### config.mk
export PLATFORM = sky130hd
export DESIGN_NAME = accumulatorCore
export DESIGN_NICKNAME = d
export VERILOG_FILES = /design/src/common/coreTypes.sv /design/src/sequencer/instructionDecoder.sv /design/src/sequencer/timingGenerator.sv /design/src/datapath/aluExecute.sv /design/src/datapath/resultCommit.sv /design/src/source/accumulatorCore.sv
export VERILOG_INCLUDE_DIRS = /design/src /design/src/common
export SDC_FILE = /design/constraint.sdc
export NUM_CORES = 1
export LEC_CHECK = 0
export BUFFER_PORTS_ARGS = -buffer_cell sky130_fd_sc_hd__buf_2
export CORE_MARGIN = 2
export CORE_UTILIZATION = 40
export DETAILED_ROUTE_END_ITERATION = 12
export PLACE_DENSITY_LB_ADDON = 0.12
export SYNTH_ARGS = -nofsm -noshare
export SYNTH_HDL_FRONTEND = slang
export SYNTH_SLANG_ARGS = --single-unit
### constraint.sdc
create_clock -name clk -period 5.65 [get_ports clk]
set_input_delay 1.13 -clock clk [delete_from_list [all_inputs] [get_ports clk]]
set_output_delay 1.13 -clock clk [all_outputs]
set_load 0.005 [all_outputs]
### src/common/core_settings.svh
`ifndef CORE_SETTINGS_SVH
`define CORE_SETTINGS_SVH

// Width of one program memory word.
`define CORE_WORD_WIDTH 12

// Width of the accumulator, the registers and the operands.
`define CORE_DATA_WIDTH 8

// Width of the program counter and of the fetch address.
`define CORE_PC_WIDTH 8

// Register address width. Four bits give sixteen registers.
`define CORE_REG_ADDR_WIDTH 4

`endif

### src/common/coreTypes.sv
`default_nettype none

package coreTypes;

    // The two phases an instruction steps through.
    typedef enum logic {
        ADDRESS     = 1'b0,
        INSTRUCTION = 1'b1
    } coreMode;

    // Time states inside a phase. The counter wraps after T6.
    typedef enum logic [2:0] {
        T0 = 3'd0,
        T1 = 3'd1,
        T2 = 3'd2,
        T3 = 3'd3,
        T4 = 3'd4,
        T5 = 3'd5,
        T6 = 3'd6
    } timeStep;

    // Opcodes found in bits 11 to 6 of an instruction word.
    typedef enum logic [5:0] {
        NOP  = 6'd0,
        LDI  = 6'd1,  // Immediate load.
        ADDI = 6'd2,  // Immediate add.
        SUBI = 6'd3,  // Immediate subtract.
        ADD  = 6'd4,
        SUB  = 6'd5,
        AND  = 6'd6,
        XOR  = 6'd7,
        LDR  = 6'd8,  // Load accumulator from a register.
        STA  = 6'd9,  // Store accumulator into a register.
        HALT = 6'd10
    } opcode;

endpackage

`default_nettype wire

### src/sequencer/instructionDecoder.sv
`default_nettype none
`include "core_settings.svh"

module instructionDecoder (
    input  wire logic [`CORE_WORD_WIDTH-1:0]     fetchData,
    input  wire coreTypes::opcode                currentInstruction,
    input  wire coreTypes::coreMode              mode,
    input  wire coreTypes::timeStep              timeState,
    output coreTypes::opcode                     decodedInstruction,
    output logic [`CORE_REG_ADDR_WIDTH-1:0]      decodedAddress,
    output logic                                 noAddressing,
    output logic                                 endAddressing,
    output logic                                 getInstruction,
    output logic                                 operandLoad,
    output logic                                 writeEnable,
    output logic                                 halted
);

    logic [5:0] rawOpcode;
    logic       isImmediate;
    logic       inInstruction;

    assign rawOpcode      = fetchData[`CORE_WORD_WIDTH-1:`CORE_WORD_WIDTH-6];
    assign decodedAddress = fetchData[`CORE_REG_ADDR_WIDTH-1:0];

    // Codes above HALT have no meaning and run as NOP.
    always_comb begin
        if (rawOpcode <= coreTypes::HALT) begin
            decodedInstruction = coreTypes::opcode'(rawOpcode);
        end else begin
            decodedInstruction = coreTypes::NOP;
        end
    end

    assign isImmediate = (currentInstruction == coreTypes::LDI)  ||
                         (currentInstruction == coreTypes::ADDI) ||
                         (currentInstruction == coreTypes::SUBI);
    assign inInstruction = (mode == coreTypes::INSTRUCTION);

    assign noAddressing  = !isImmediate;
    assign endAddressing = isImmediate && !inInstruction && (timeState == coreTypes::T0);
    assign operandLoad   = endAddressing; // The operand word is on the bus right now.
    assign halted        = (currentInstruction == coreTypes::HALT);

    // NOP finishes at T1, everything else at T2. HALT never finishes.
    always_comb begin
        getInstruction = 1'b0;
        if (inInstruction) begin
            if (currentInstruction == coreTypes::NOP) begin
                getInstruction = (timeState == coreTypes::T1);
            end else if (currentInstruction != coreTypes::HALT) begin
                getInstruction = (timeState == coreTypes::T2);
            end
        end
    end

    assign writeEnable = inInstruction && (timeState == coreTypes::T2) &&
                         (currentInstruction != coreTypes::NOP) &&
                         (currentInstruction != coreTypes::HALT);

endmodule

`default_nettype wire

### src/sequencer/timingGenerator.sv
`default_nettype none
`include "core_settings.svh"

module timingGenerator (
    input  wire logic                            clk,
    input  wire logic                            nrst,
    input  wire logic                            ready,
    input  wire logic                            noAddressing,
    input  wire logic                            getInstruction,
    input  wire logic                            endAddressing,
    input  wire coreTypes::opcode                decodedInstruction,
    input  wire logic [`CORE_REG_ADDR_WIDTH-1:0] decodedAddress,
    output coreTypes::opcode                     currentInstruction,
    output logic [`CORE_REG_ADDR_WIDTH-1:0]      currentAddress,
    output coreTypes::timeStep                   timeState,
    output coreTypes::coreMode                   mode
);

    coreTypes::coreMode              nextMode;
    coreTypes::timeStep              nextTime;
    coreTypes::opcode                nextInstruction;
    logic [`CORE_REG_ADDR_WIDTH-1:0] nextAddress;

    always_comb begin : timeNext
        if (endAddressing) begin
            nextMode = coreTypes::INSTRUCTION; // Addressing is over, run the instruction.
            nextTime = coreTypes::T0;
        end else if (getInstruction) begin
            nextMode = coreTypes::ADDRESS; // Start over with the next word.
            nextTime = coreTypes::T0;
        end else begin
            nextMode = mode;
            case (timeState)
                coreTypes::T0: nextTime = coreTypes::T1;
                coreTypes::T1: nextTime = coreTypes::T2;
                coreTypes::T2: nextTime = coreTypes::T3;
                coreTypes::T3: nextTime = coreTypes::T4;
                coreTypes::T4: nextTime = coreTypes::T5;
                coreTypes::T5: nextTime = coreTypes::T6;
                default:       nextTime = coreTypes::T0;
            endcase
        end

        // Opcodes without an operand skip straight into the instruction phase.
        // The time state keeps counting, so they land on T1.
        if ((mode == coreTypes::ADDRESS) && noAddressing) begin
            nextMode = coreTypes::INSTRUCTION;
        end

        if (!ready) begin
            nextMode = mode;
            nextTime = timeState;
        end
    end

    // The decoder follows fetchData all the time, so the opcode is only taken
    // on the last cycle of the running instruction.
    always_comb begin : opcodeNext
        nextInstruction = currentInstruction;
        nextAddress     = currentAddress;
        if (getInstruction && ready) begin
            nextInstruction = decodedInstruction;
            nextAddress     = decodedAddress;
        end
    end

    always_ff @(posedge clk or negedge nrst) begin : stateRegs
        if (!nrst) begin
            mode      <= coreTypes::ADDRESS;
            timeState <= coreTypes::T0;
        end else begin
            mode      <= nextMode;
            timeState <= nextTime;
        end
    end

    // Reset loads a NOP, which fetches word 0 two cycles later.
    always_ff @(posedge clk or negedge nrst) begin : opcodeRegs
        if (!nrst) begin
            currentInstruction <= coreTypes::NOP;
            currentAddress     <= '0;
        end else begin
            currentInstruction <= nextInstruction;
            currentAddress     <= nextAddress;
        end
    end

endmodule

`default_nettype wire

### src/datapath/aluExecute.sv
`default_nettype none
`include "core_settings.svh"

module aluExecute (
    input  wire logic                        clk,
    input  wire logic                        nrst,
    input  wire logic                        ready,
    input  wire logic                        operandLoad,
    input  wire logic [`CORE_WORD_WIDTH-1:0] fetchData,
    input  wire coreTypes::opcode            currentInstruction,
    input  wire logic [`CORE_DATA_WIDTH-1:0] accumulator,
    input  wire logic [`CORE_DATA_WIDTH-1:0] registerData,
    output logic [`CORE_DATA_WIDTH-1:0]      aluResult
);

    logic [`CORE_DATA_WIDTH-1:0] operand;

    // The operand word follows an immediate opcode. Only its low byte carries data.
    always_ff @(posedge clk or negedge nrst) begin
        if (!nrst) begin
            operand <= '0;
        end else if (operandLoad && ready) begin
            operand <= fetchData[`CORE_DATA_WIDTH-1:0];
        end
    end

    // All sums and differences wrap modulo 256.
    always_comb begin
        case (currentInstruction)
            coreTypes::LDI:  aluResult = operand;
            coreTypes::ADDI: aluResult = accumulator + operand;
            coreTypes::SUBI: aluResult = accumulator - operand;
            coreTypes::ADD:  aluResult = accumulator + registerData;
            coreTypes::SUB:  aluResult = accumulator - registerData;
            coreTypes::AND:  aluResult = accumulator & registerData;
            coreTypes::XOR:  aluResult = accumulator ^ registerData;
            coreTypes::LDR:  aluResult = registerData;
            coreTypes::STA:  aluResult = accumulator; // Value that goes to the register.
            default:         aluResult = accumulator;
        endcase
    end

endmodule

`default_nettype wire

### src/datapath/resultCommit.sv
`default_nettype none
`include "core_settings.svh"

module resultCommit (
    input  wire logic                            clk,
    input  wire logic                            nrst,
    input  wire logic                            ready,
    input  wire logic                            getInstruction,
    input  wire logic                            operandLoad,
    input  wire logic                            writeEnable,
    input  wire coreTypes::opcode                currentInstruction,
    input  wire logic [`CORE_REG_ADDR_WIDTH-1:0] currentAddress,
    input  wire logic [`CORE_DATA_WIDTH-1:0]     aluResult,
    output logic [`CORE_PC_WIDTH-1:0]            programCounter,
    output logic [`CORE_DATA_WIDTH-1:0]          accumulator,
    output logic [`CORE_DATA_WIDTH-1:0]          registerData,
    output logic                                 resultValid,
    output logic [`CORE_DATA_WIDTH-1:0]          resultValue
);

    logic [`CORE_DATA_WIDTH-1:0] registers [0:(1 << `CORE_REG_ADDR_WIDTH) - 1];
    logic                        commitNow;
    logic                        isStore;

    assign commitNow    = writeEnable && ready;
    assign isStore      = (currentInstruction == coreTypes::STA);
    assign registerData = registers[currentAddress]; // Register operand of the running opcode.

    // The fetch address steps past every opcode word and every operand word.
    always_ff @(posedge clk or negedge nrst) begin
        if (!nrst) begin
            programCounter <= '0;
        end else if (ready && (getInstruction || operandLoad)) begin
            programCounter <= programCounter + 1'b1;
        end
    end

    // STA goes to the register file, every other result to the accumulator.
    always_ff @(posedge clk or negedge nrst) begin
        if (!nrst) begin
            accumulator <= '0;
            registers   <= '{default: '0};
        end else if (commitNow) begin
            if (isStore) begin
                registers[currentAddress] <= aluResult;
            end else begin
                accumulator <= aluResult;
            end
        end
    end

    always_ff @(posedge clk or negedge nrst) begin
        if (!nrst) begin
            resultValid <= 1'b0;
            resultValue <= '0;
        end else begin
            resultValid <= commitNow; // One pulse for each writeback.
            if (commitNow) begin
                resultValue <= aluResult;
            end
        end
    end

endmodule

`default_nettype wire

### src/source/accumulatorCore.sv
`default_nettype none
`include "core_settings.svh"

module accumulatorCore (
    input  wire logic                        clk,
    input  wire logic                        nrst,
    input  wire logic                        ready,
    input  wire logic [`CORE_WORD_WIDTH-1:0] fetchData,
    output logic [`CORE_PC_WIDTH-1:0]        fetchAddress,
    output logic                             resultValid,
    output logic [`CORE_DATA_WIDTH-1:0]      resultValue,
    output logic                             halted
);

    coreTypes::opcode                decodedInstruction;
    coreTypes::opcode                currentInstruction;
    coreTypes::coreMode              mode;
    coreTypes::timeStep              timeState;
    logic [`CORE_REG_ADDR_WIDTH-1:0] decodedAddress;
    logic [`CORE_REG_ADDR_WIDTH-1:0] currentAddress;
    logic                            noAddressing;
    logic                            endAddressing;
    logic                            getInstruction;
    logic                            operandLoad;
    logic                            writeEnable;
    logic [`CORE_DATA_WIDTH-1:0]     aluResult;
    logic [`CORE_DATA_WIDTH-1:0]     accumulator;
    logic [`CORE_DATA_WIDTH-1:0]     registerData;
    logic [`CORE_PC_WIDTH-1:0]       programCounter;

    assign fetchAddress = programCounter;

    instructionDecoder decoder (
        .fetchData(fetchData),
        .currentInstruction(currentInstruction),
        .mode(mode),
        .timeState(timeState),
        .decodedInstruction(decodedInstruction),
        .decodedAddress(decodedAddress),
        .noAddressing(noAddressing),
        .endAddressing(endAddressing),
        .getInstruction(getInstruction),
        .operandLoad(operandLoad),
        .writeEnable(writeEnable),
        .halted(halted)
    );

    timingGenerator timing (
        .clk(clk),
        .nrst(nrst),
        .ready(ready),
        .noAddressing(noAddressing),
        .getInstruction(getInstruction),
        .endAddressing(endAddressing),
        .decodedInstruction(decodedInstruction),
        .decodedAddress(decodedAddress),
        .currentInstruction(currentInstruction),
        .currentAddress(currentAddress),
        .timeState(timeState),
        .mode(mode)
    );

    aluExecute alu (
        .clk(clk),
        .nrst(nrst),
        .ready(ready),
        .operandLoad(operandLoad),
        .fetchData(fetchData),
        .currentInstruction(currentInstruction),
        .accumulator(accumulator),
        .registerData(registerData),
        .aluResult(aluResult)
    );

    resultCommit commit (
        .clk(clk),
        .nrst(nrst),
        .ready(ready),
        .getInstruction(getInstruction),
        .operandLoad(operandLoad),
        .writeEnable(writeEnable),
        .currentInstruction(currentInstruction),
        .currentAddress(currentAddress),
        .aluResult(aluResult),
        .programCounter(programCounter),
        .accumulator(accumulator),
        .registerData(registerData),
        .resultValid(resultValid),
        .resultValue(resultValue)
    );

endmodule

`default_nettype wire

==> results of run 1 <==
area by class of cell:
type                            count  area share
Clock buffer                       20     0.04727
Tap cell                          275     0.03561
Inverter                           14    0.005439
Clock inverter                     12     0.01528
Multi-Input combinational cell    603      0.4103
Timing Repair Buffer               52     0.03276
Sequential cell                   175      0.4534
flip-flops by register name, indices dropped and copies added (netlist names), 3 cells and up:
| name | cells |
|---|---|
| alu.operand | 8 |
| commit.accumulator | 8 |
| commit.programCounter | 8 |
| commit.registers | 128 |
| commit.resultValue | 8 |
| timing.currentAddress | 4 |
| timing.currentInstruction | 6 |
| timing.timeState | 3 |
power breakdown:
part	internal, mW	leakage (nW)	switching (mW)
clock network	0.690	0.302	0.531
logic	0.483	1.62	0.687
registers	1.33	2.41	0.211
how the worst max path moves through the flow:
| stage | cells past startpoint | from | end | slack [ps] |
|---|---|---|---|---|
| detailed placement | 20 | timing.currentAddress[0] | commit.resultValue[7] | 690 |
| global route | 20 | timing.currentAddress[0] | commit.resultValue[7] | 270 |
| global placement | 20 | timing.currentAddress[0] | commit.resultValue[7] | 720 |
| CTS | 20 | timing.currentAddress[0] | commit.resultValue[7] | 660 |
| floorplan | 21 | timing.currentAddress[0] | commit.accumulator[5] | 1590 |
| finish | 19 | timing.currentAddress[0] | commit.resultValue[7] | 690 |
Yosys cell counts (3+ instances only):
library cell and n:
o21a_1 4, nor2_1 37, ha_1 18, dfrtp_1 175, a221oi_2 4, and2_1 5
nor4_1 4, nand3_1 5, a222oi_1 6, a221oi_1 3, nand2b_1 4, or3_1 4
nand2_1 185, clkbuf_1 38, a31oi_1 3, a221o_1 3, a22oi_1 11, nand3b_1 3
nor2b_1 5, mux4_2 30, nand4_1 5, xnor2_1 13, xor2_1 9, inv_1 14
a22oi_2 3, mux2_2 14, o21ai_0 136, a21oi_1 28, o21ai_1 9, nand2_2 3
o31ai_1 3, buf_2 11, mux4_1 3, or4_1 4, nor3_1 15
cell families (layout without fill, tap and decap cells):
group,after synthesis,in the layout,synth area share
muxes,49,49,0.1081
and+or+nand+nor,287,287,0.1446
adders and majority gates,19,19,0.02844
xor gates and xnor gates,22,22,0.02234
buffers and inverters,66,98,0.03395
DFF,175,175,0.5078
AOI/OAI and AO/OA,226,226,0.1548
per-stage QoR:
stage                     total power [mW]  setup WS (ps)
after floorplan                      2.332           1586
final                                3.937          688.5
after global placement               2.722          723.4
after global routing                 4.173          274.5
after CTS                            3.980          656.8
after detailed placement             2.742          692.0
per-layer routing:
layer | track usage | vias to the layer above
met5 | 0 | -
met4 | 0.07150 | 0
met3 | 0.03253 | 40
met2 | 0.3475 | 158
met1 | 0.2797 | 3209
li1 | - | 3032
worst register-to-register path, stage by stage, from the launching register on:
cell	delay [ps]
dfrtp_2	930
mux4_2	610
a22oi_1	300
nand2_1	270
inv_1	120
ha_1	230
nand2_1	60
nand2_1	50
o22a_1	220
inv_1	70
ha_1	210
nor2b_1	130
o21ai_0	220
a21oi_1	130
o21ai_0	240
a21oi_1	130
o21a_1	210
or2_2	300
or4_1	400
nand3_1	90
==> metrics.yaml, run 1 <==
clk_pin_slew_ps: 70
fin_setup_tns_ps: 0
crit_path_max_incr_delay_ps: 930
post_cts_buffers: 0
maxCapViolCount: 0
drive_gt1_frac: 0.1655
critPathRequiredTime_ps: 6010
dieArea_mm2: 0.02275
io_pins: 33
hp-class: "flop to flop"
final_cell_mix: "185 x nand2_1, 174 x dfrtp_1, 136 x o21ai_0"
synth_top_area_frac: 0.5078
hp-start: "commit.programCounter[7]"
yosysSeqAreaShare: 0.5078
hold_buffers: 0
reg2reg_slack_ps: 690
grt_use_total: 0.2087
synth_ff_type: "dfrtp_1"
cp-end-kind: "flop"
std_cell_rows: 53
critPathLaunchType: "flop"
dp_hpwl_um: 15470
hold_ws_ps: 472.2
syn_inst: 844
final_common_cell: "nand2_1"
place_inst: 1119
cts_buffers: 17
start_util: 0.4090
slowest_stage: "dfrtp_2"
first_global_vias: 6542
rr_startpoint: "timing.currentAddress[0]"
cpLargestDelayFamily: "compound AO/OA/AOI/OAI gates"
first_pass_iters: 5
chipWidth_um: 150.8
final_cells: 1151
vias: 6439
period_share: 0.8781
wl_met1_um: 9897
drt_iter0_markers: 332
cts_resized: 0
cts.sinks: 175
vdd_drop_max_uv: 193.8
insertion_delay_ps: 430
h-tree-depth: 4
syn_avg_cell_area_um2: 10.22
grt_pass1_wl_um: 35990
reg2reg_depth: 19
area_growth_pct: 12.03
die_y_um: 150.8
n_antenna_cell: 0
fin_util: 0.4582
leakage_nw: 4.339
synth_seq_cells: 175
met3_length_um: 852
synth_top_area_cell: "dfrtp_1"
slew-limit-headroom: 0.2143
synth_cell_types: 54
ys_warn_count: 0
grt_max_degree: 69
max_freq_ghz: 0.2016
finalNetCount: 897
rsz0062_at_grt: "false"
clockBufferDepth: 2
criticalPathCategory: "flop to flop"
crit_fanout: 24
placed_cell_area_mm2: 0.009057
core_area_mm2: 0.02109
report.final.hold_viol_count: 0
whs_path_depth: 1
final_cell_area_mm2: 0.009662
root_buffer: "clkbuf_16"
finClkSkew_ps: 14.65
cts_tree: "built"
wl_met2_um: 10900
path_common_cell: "nand2_1"
synth_fp_nets: 878
drc: 0
path_buf_inv: 2
netlist_area_mm2: 0.008625
status: "finished, final reports clean"
top_layer: "met4"
fill_cells: 1983
critPathArrivalTime_ps: 5320
wire_per_inst_um: 19.26
multi_input_area_mm2: 0.003964
grt.overflow.total: 0
gp_congestion: 0.9013
setup_viol: 0
drt_wl_total_um: 22170
drv_slew: 0
antenna_found_initial: 0
ys_async_sr_fraction: 1.000
hold_path_end: "commit.programCounter[7]"
path_cells: "mux4_2 > a22oi_1 > nand2_1 > inv_1 > ha_1 > nand2_1 > nand2_1 > o22a_1 > inv_1 > ha_1 > nor2b_1 > o21ai_0 > a21oi_1 > o21ai_0 > a21oi_1 > o21a_1 > or2_2 > or4_1 > nand3_1"
synth_edf_count: 0
r2r-end: "commit.resultValue[7]"
fin_crit_ps: 4962
tightestPinTransition_ps: 1170
ant_nets: 0
seq_area_mm2: 0.004380
synth.top_cells.by_area: "dfrtp_1 51%, nand2_1 8.1%, o21ai_0 7.9%, mux4_2 7.8%, ha_1 2.6%"
portBuffers: 32
vias_per_cell: 5.594
powerDensity_mw_per_mm2: 407.4
No activity file was read; power rests on OpenSTA's default activity.
==> inputs of run 2 (changes only) <==
--- a/config.mk
+++ b/config.mk
@@ -6,10 +6,11 @@
 export SDC_FILE = /design/constraint.sdc
 export NUM_CORES = 1
 export LEC_CHECK = 0
-export BUFFER_PORTS_ARGS = -buffer_cell sky130_fd_sc_hd__buf_2
+export CAP_MARGIN = 5
 export CORE_MARGIN = 2
 export CORE_UTILIZATION = 40
 export DETAILED_ROUTE_END_ITERATION = 12
+export DONT_BUFFER_PORTS = 1
 export PLACE_DENSITY_LB_ADDON = 0.12
 export SYNTH_ARGS = -nofsm -noshare
 export SYNTH_HDL_FRONTEND = slang
==> run 2 against run 1 <==
Count of clock-buffer cells in the layout unchanged; register-to-register slack better by 140 ps; highest routed layer unchanged; largest cell class unchanged; combinational power fell by 6%; wire length down 0.93%; sequential cell count did not move; non-clock buffer count is 33 lower; maximum frequency is 2.9% higher; hold slack worse by 81 ps; core utilization decreased by 0.80 points; critical path depth unchanged; die area unchanged.
==> metrics.yaml, run 2 (synthesized netlist as in run 1, its figures left out) <==
root_buffer: "clkbuf_16"
swShare: 0.3578
largest_reg_flops: 128
hold_ws_ps: 391.1
grt_pass1_wl_um: 35230
criticalPathCategory: "flop to flop"
cts_resized: 0
setup_viol: 0
cts.sinks: 175
clockBufferDepth: 2
insertion_delay_ps: 430
critPathRequiredTime_ps: 6010
report.final.hold_viol_count: 0
gp_congestion: 0.8416
core_area_mm2: 0.02109
post-place-ws_ps: 825.3
n_antenna_cell: 0
std_cell_rows: 53
cts_buffers: 17
cts_tree: "built"
fin_util: 0.4502
maxCapViolCount: 0
post_cts_buffers: 0
first_pass_iters: 7
area_growth_pct: 10.08
drt_iter0_markers: 449
finClkSkew_ps: 11.83
final_cells: 1117
regMostFlops: "commit.registers"
fin_crit_ps: 4820
start_util: 0.4090
critPathLaunchType: "flop"
grt.overflow.total: 0
crit_path_max_incr_delay_ps: 1060
seq_power_share: 0.399
rsz0062_at_grt: "false"
p_clk_frac: 0.316
die_y_um: 150.8
clk_pin_slew_ps: 70
fill_cells: 2010
final_common_cell: "nand2_1"
vias_per_cell: 5.625
drt_wl_total_um: 21960
portBuffers: 0
io_pins: 33
max_freq_ghz: 0.2075
drc: 0
tightestPinTransition_ps: 1201
antenna_found_initial: 0
seq_area_mm2: 0.004380
dieArea_mm2: 0.02275
slew-limit-headroom: 0.1933
powerDensity_mw_per_mm2: 409.1
met3_length_um: 980
top_layer: "met4"
drv_slew: 0
drive_gt1_frac: 0.1318
leakage_nw: 4.181
critPathArrivalTime_ps: 5190
final_cell_area_mm2: 0.009494
setup_slack_ps: 829.8
cp-end-kind: "flop"
vias: 6283
wire_per_inst_um: 19.66
first_global_vias: 6182
final_cell_mix: "185 x nand2_1, 174 x dfrtp_1, 136 x o21ai_0"
multi_input_area_mm2: 0.003959
slowest_stage: "dfrtp_1"
finalNetCount: 864
wl_met2_um: 10400
crit_fanout: 24
grt_max_degree: 176
power.internal_mw: 2.494
wl_met1_um: 10190
dp_hpwl_um: 15050
hold_buffers: 0
placed_cell_area_mm2: 0.008879
ant_nets: 0
hp-class: "input port to asynchronous set/reset pin"
place_inst: 1086
power.switching_mw: 1.389
path_cells: "buf_4 > mux4_2 > a22oi_2 > nand2_2 > nor3_1 > nor2_1 > xor2_1 > nor2_1 > a31oi_1 > o22ai_1 > ha_1 > inv_1 > a21oi_1 > o21ai_0 > a21oi_1 > o21a_1 > or2_2 > or4_1 > nand3_1"
status: "finished, final reports clean"
vdd_drop_max_uv: 217.4
report.power.total_mw: 3.884
fin_setup_tns_ps: 0
path_buf_inv: 2
period_share: 0.8531
chipWidth_um: 150.8
h-tree-depth: 4
grt_use_total: 0.2063
pwr-share-comb: 0.284
cpLargestDelayFamily: "simple AND/OR/NAND/NOR gates"
run 2: worst reg2reg max path: cells and delay by family, from the launching register on:
| family | cells | cell delay [ps] |
|---|---|---|
| AO/OA/AOI/OAI | 7 | 1100 |
| buffers and inverters | 2 | 480 |
| adder cells (fa/ha/maj) | 1 | 310 |
| XOR/XNOR | 1 | 160 |
| flip-flops | 1 | 1060 |
| multiplexers | 1 | 350 |
| AND/OR/NAND/NOR | 7 | 1300 |
run 2: path summary, 6_finish.rpt:
kind	startpoint	to	slack, ps	cells past startpoint
max reg2reg	timing.currentAddress[1]	commit.resultValue[7]	830	19
min in group clk	commit.registers[86]	commit.registers[86]	480	2
max	timing.currentAddress[1]	commit.resultValue[7]	830	19
min reg2reg	commit.registers[86]	commit.registers[86]	480	2
min	nrst	commit.registers[124]	390	0
max in group asynchronous	nrst	timing.currentInstruction[1]	4880	0
run 2: routing by layer:
metal,global-route usage,vias to the layer above
met1,0.2883,3131
li1,-,2968
met5,0,-
met4,0.06495,0
met3,0.04036,24
met2,0.3264,160
run 2: layout make-up:
type,instances,share of cell area
Inverter,14,0.005535
Timing Repair Buffer,19,0.01502
Sequential cell,175,0.4614
Multi-Input combinational cell,603,0.4170
Clock buffer,20,0.04916
Clock inverter,11,0.01568
Tap cell,275,0.03624
run 2: power groups by stage:
stage / clock network [mW] / logic [mW] / registers, mW
floorplan: 0 / 0.908 / 1.42
global placement: 0 / 1.09 / 1.57
detailed placement: 0 / 1.11 / 1.58
CTS: 1.26 / 1.11 / 1.55
global route: 1.31 / 1.22 / 1.57
finish: 1.23 / 1.10 / 1.55
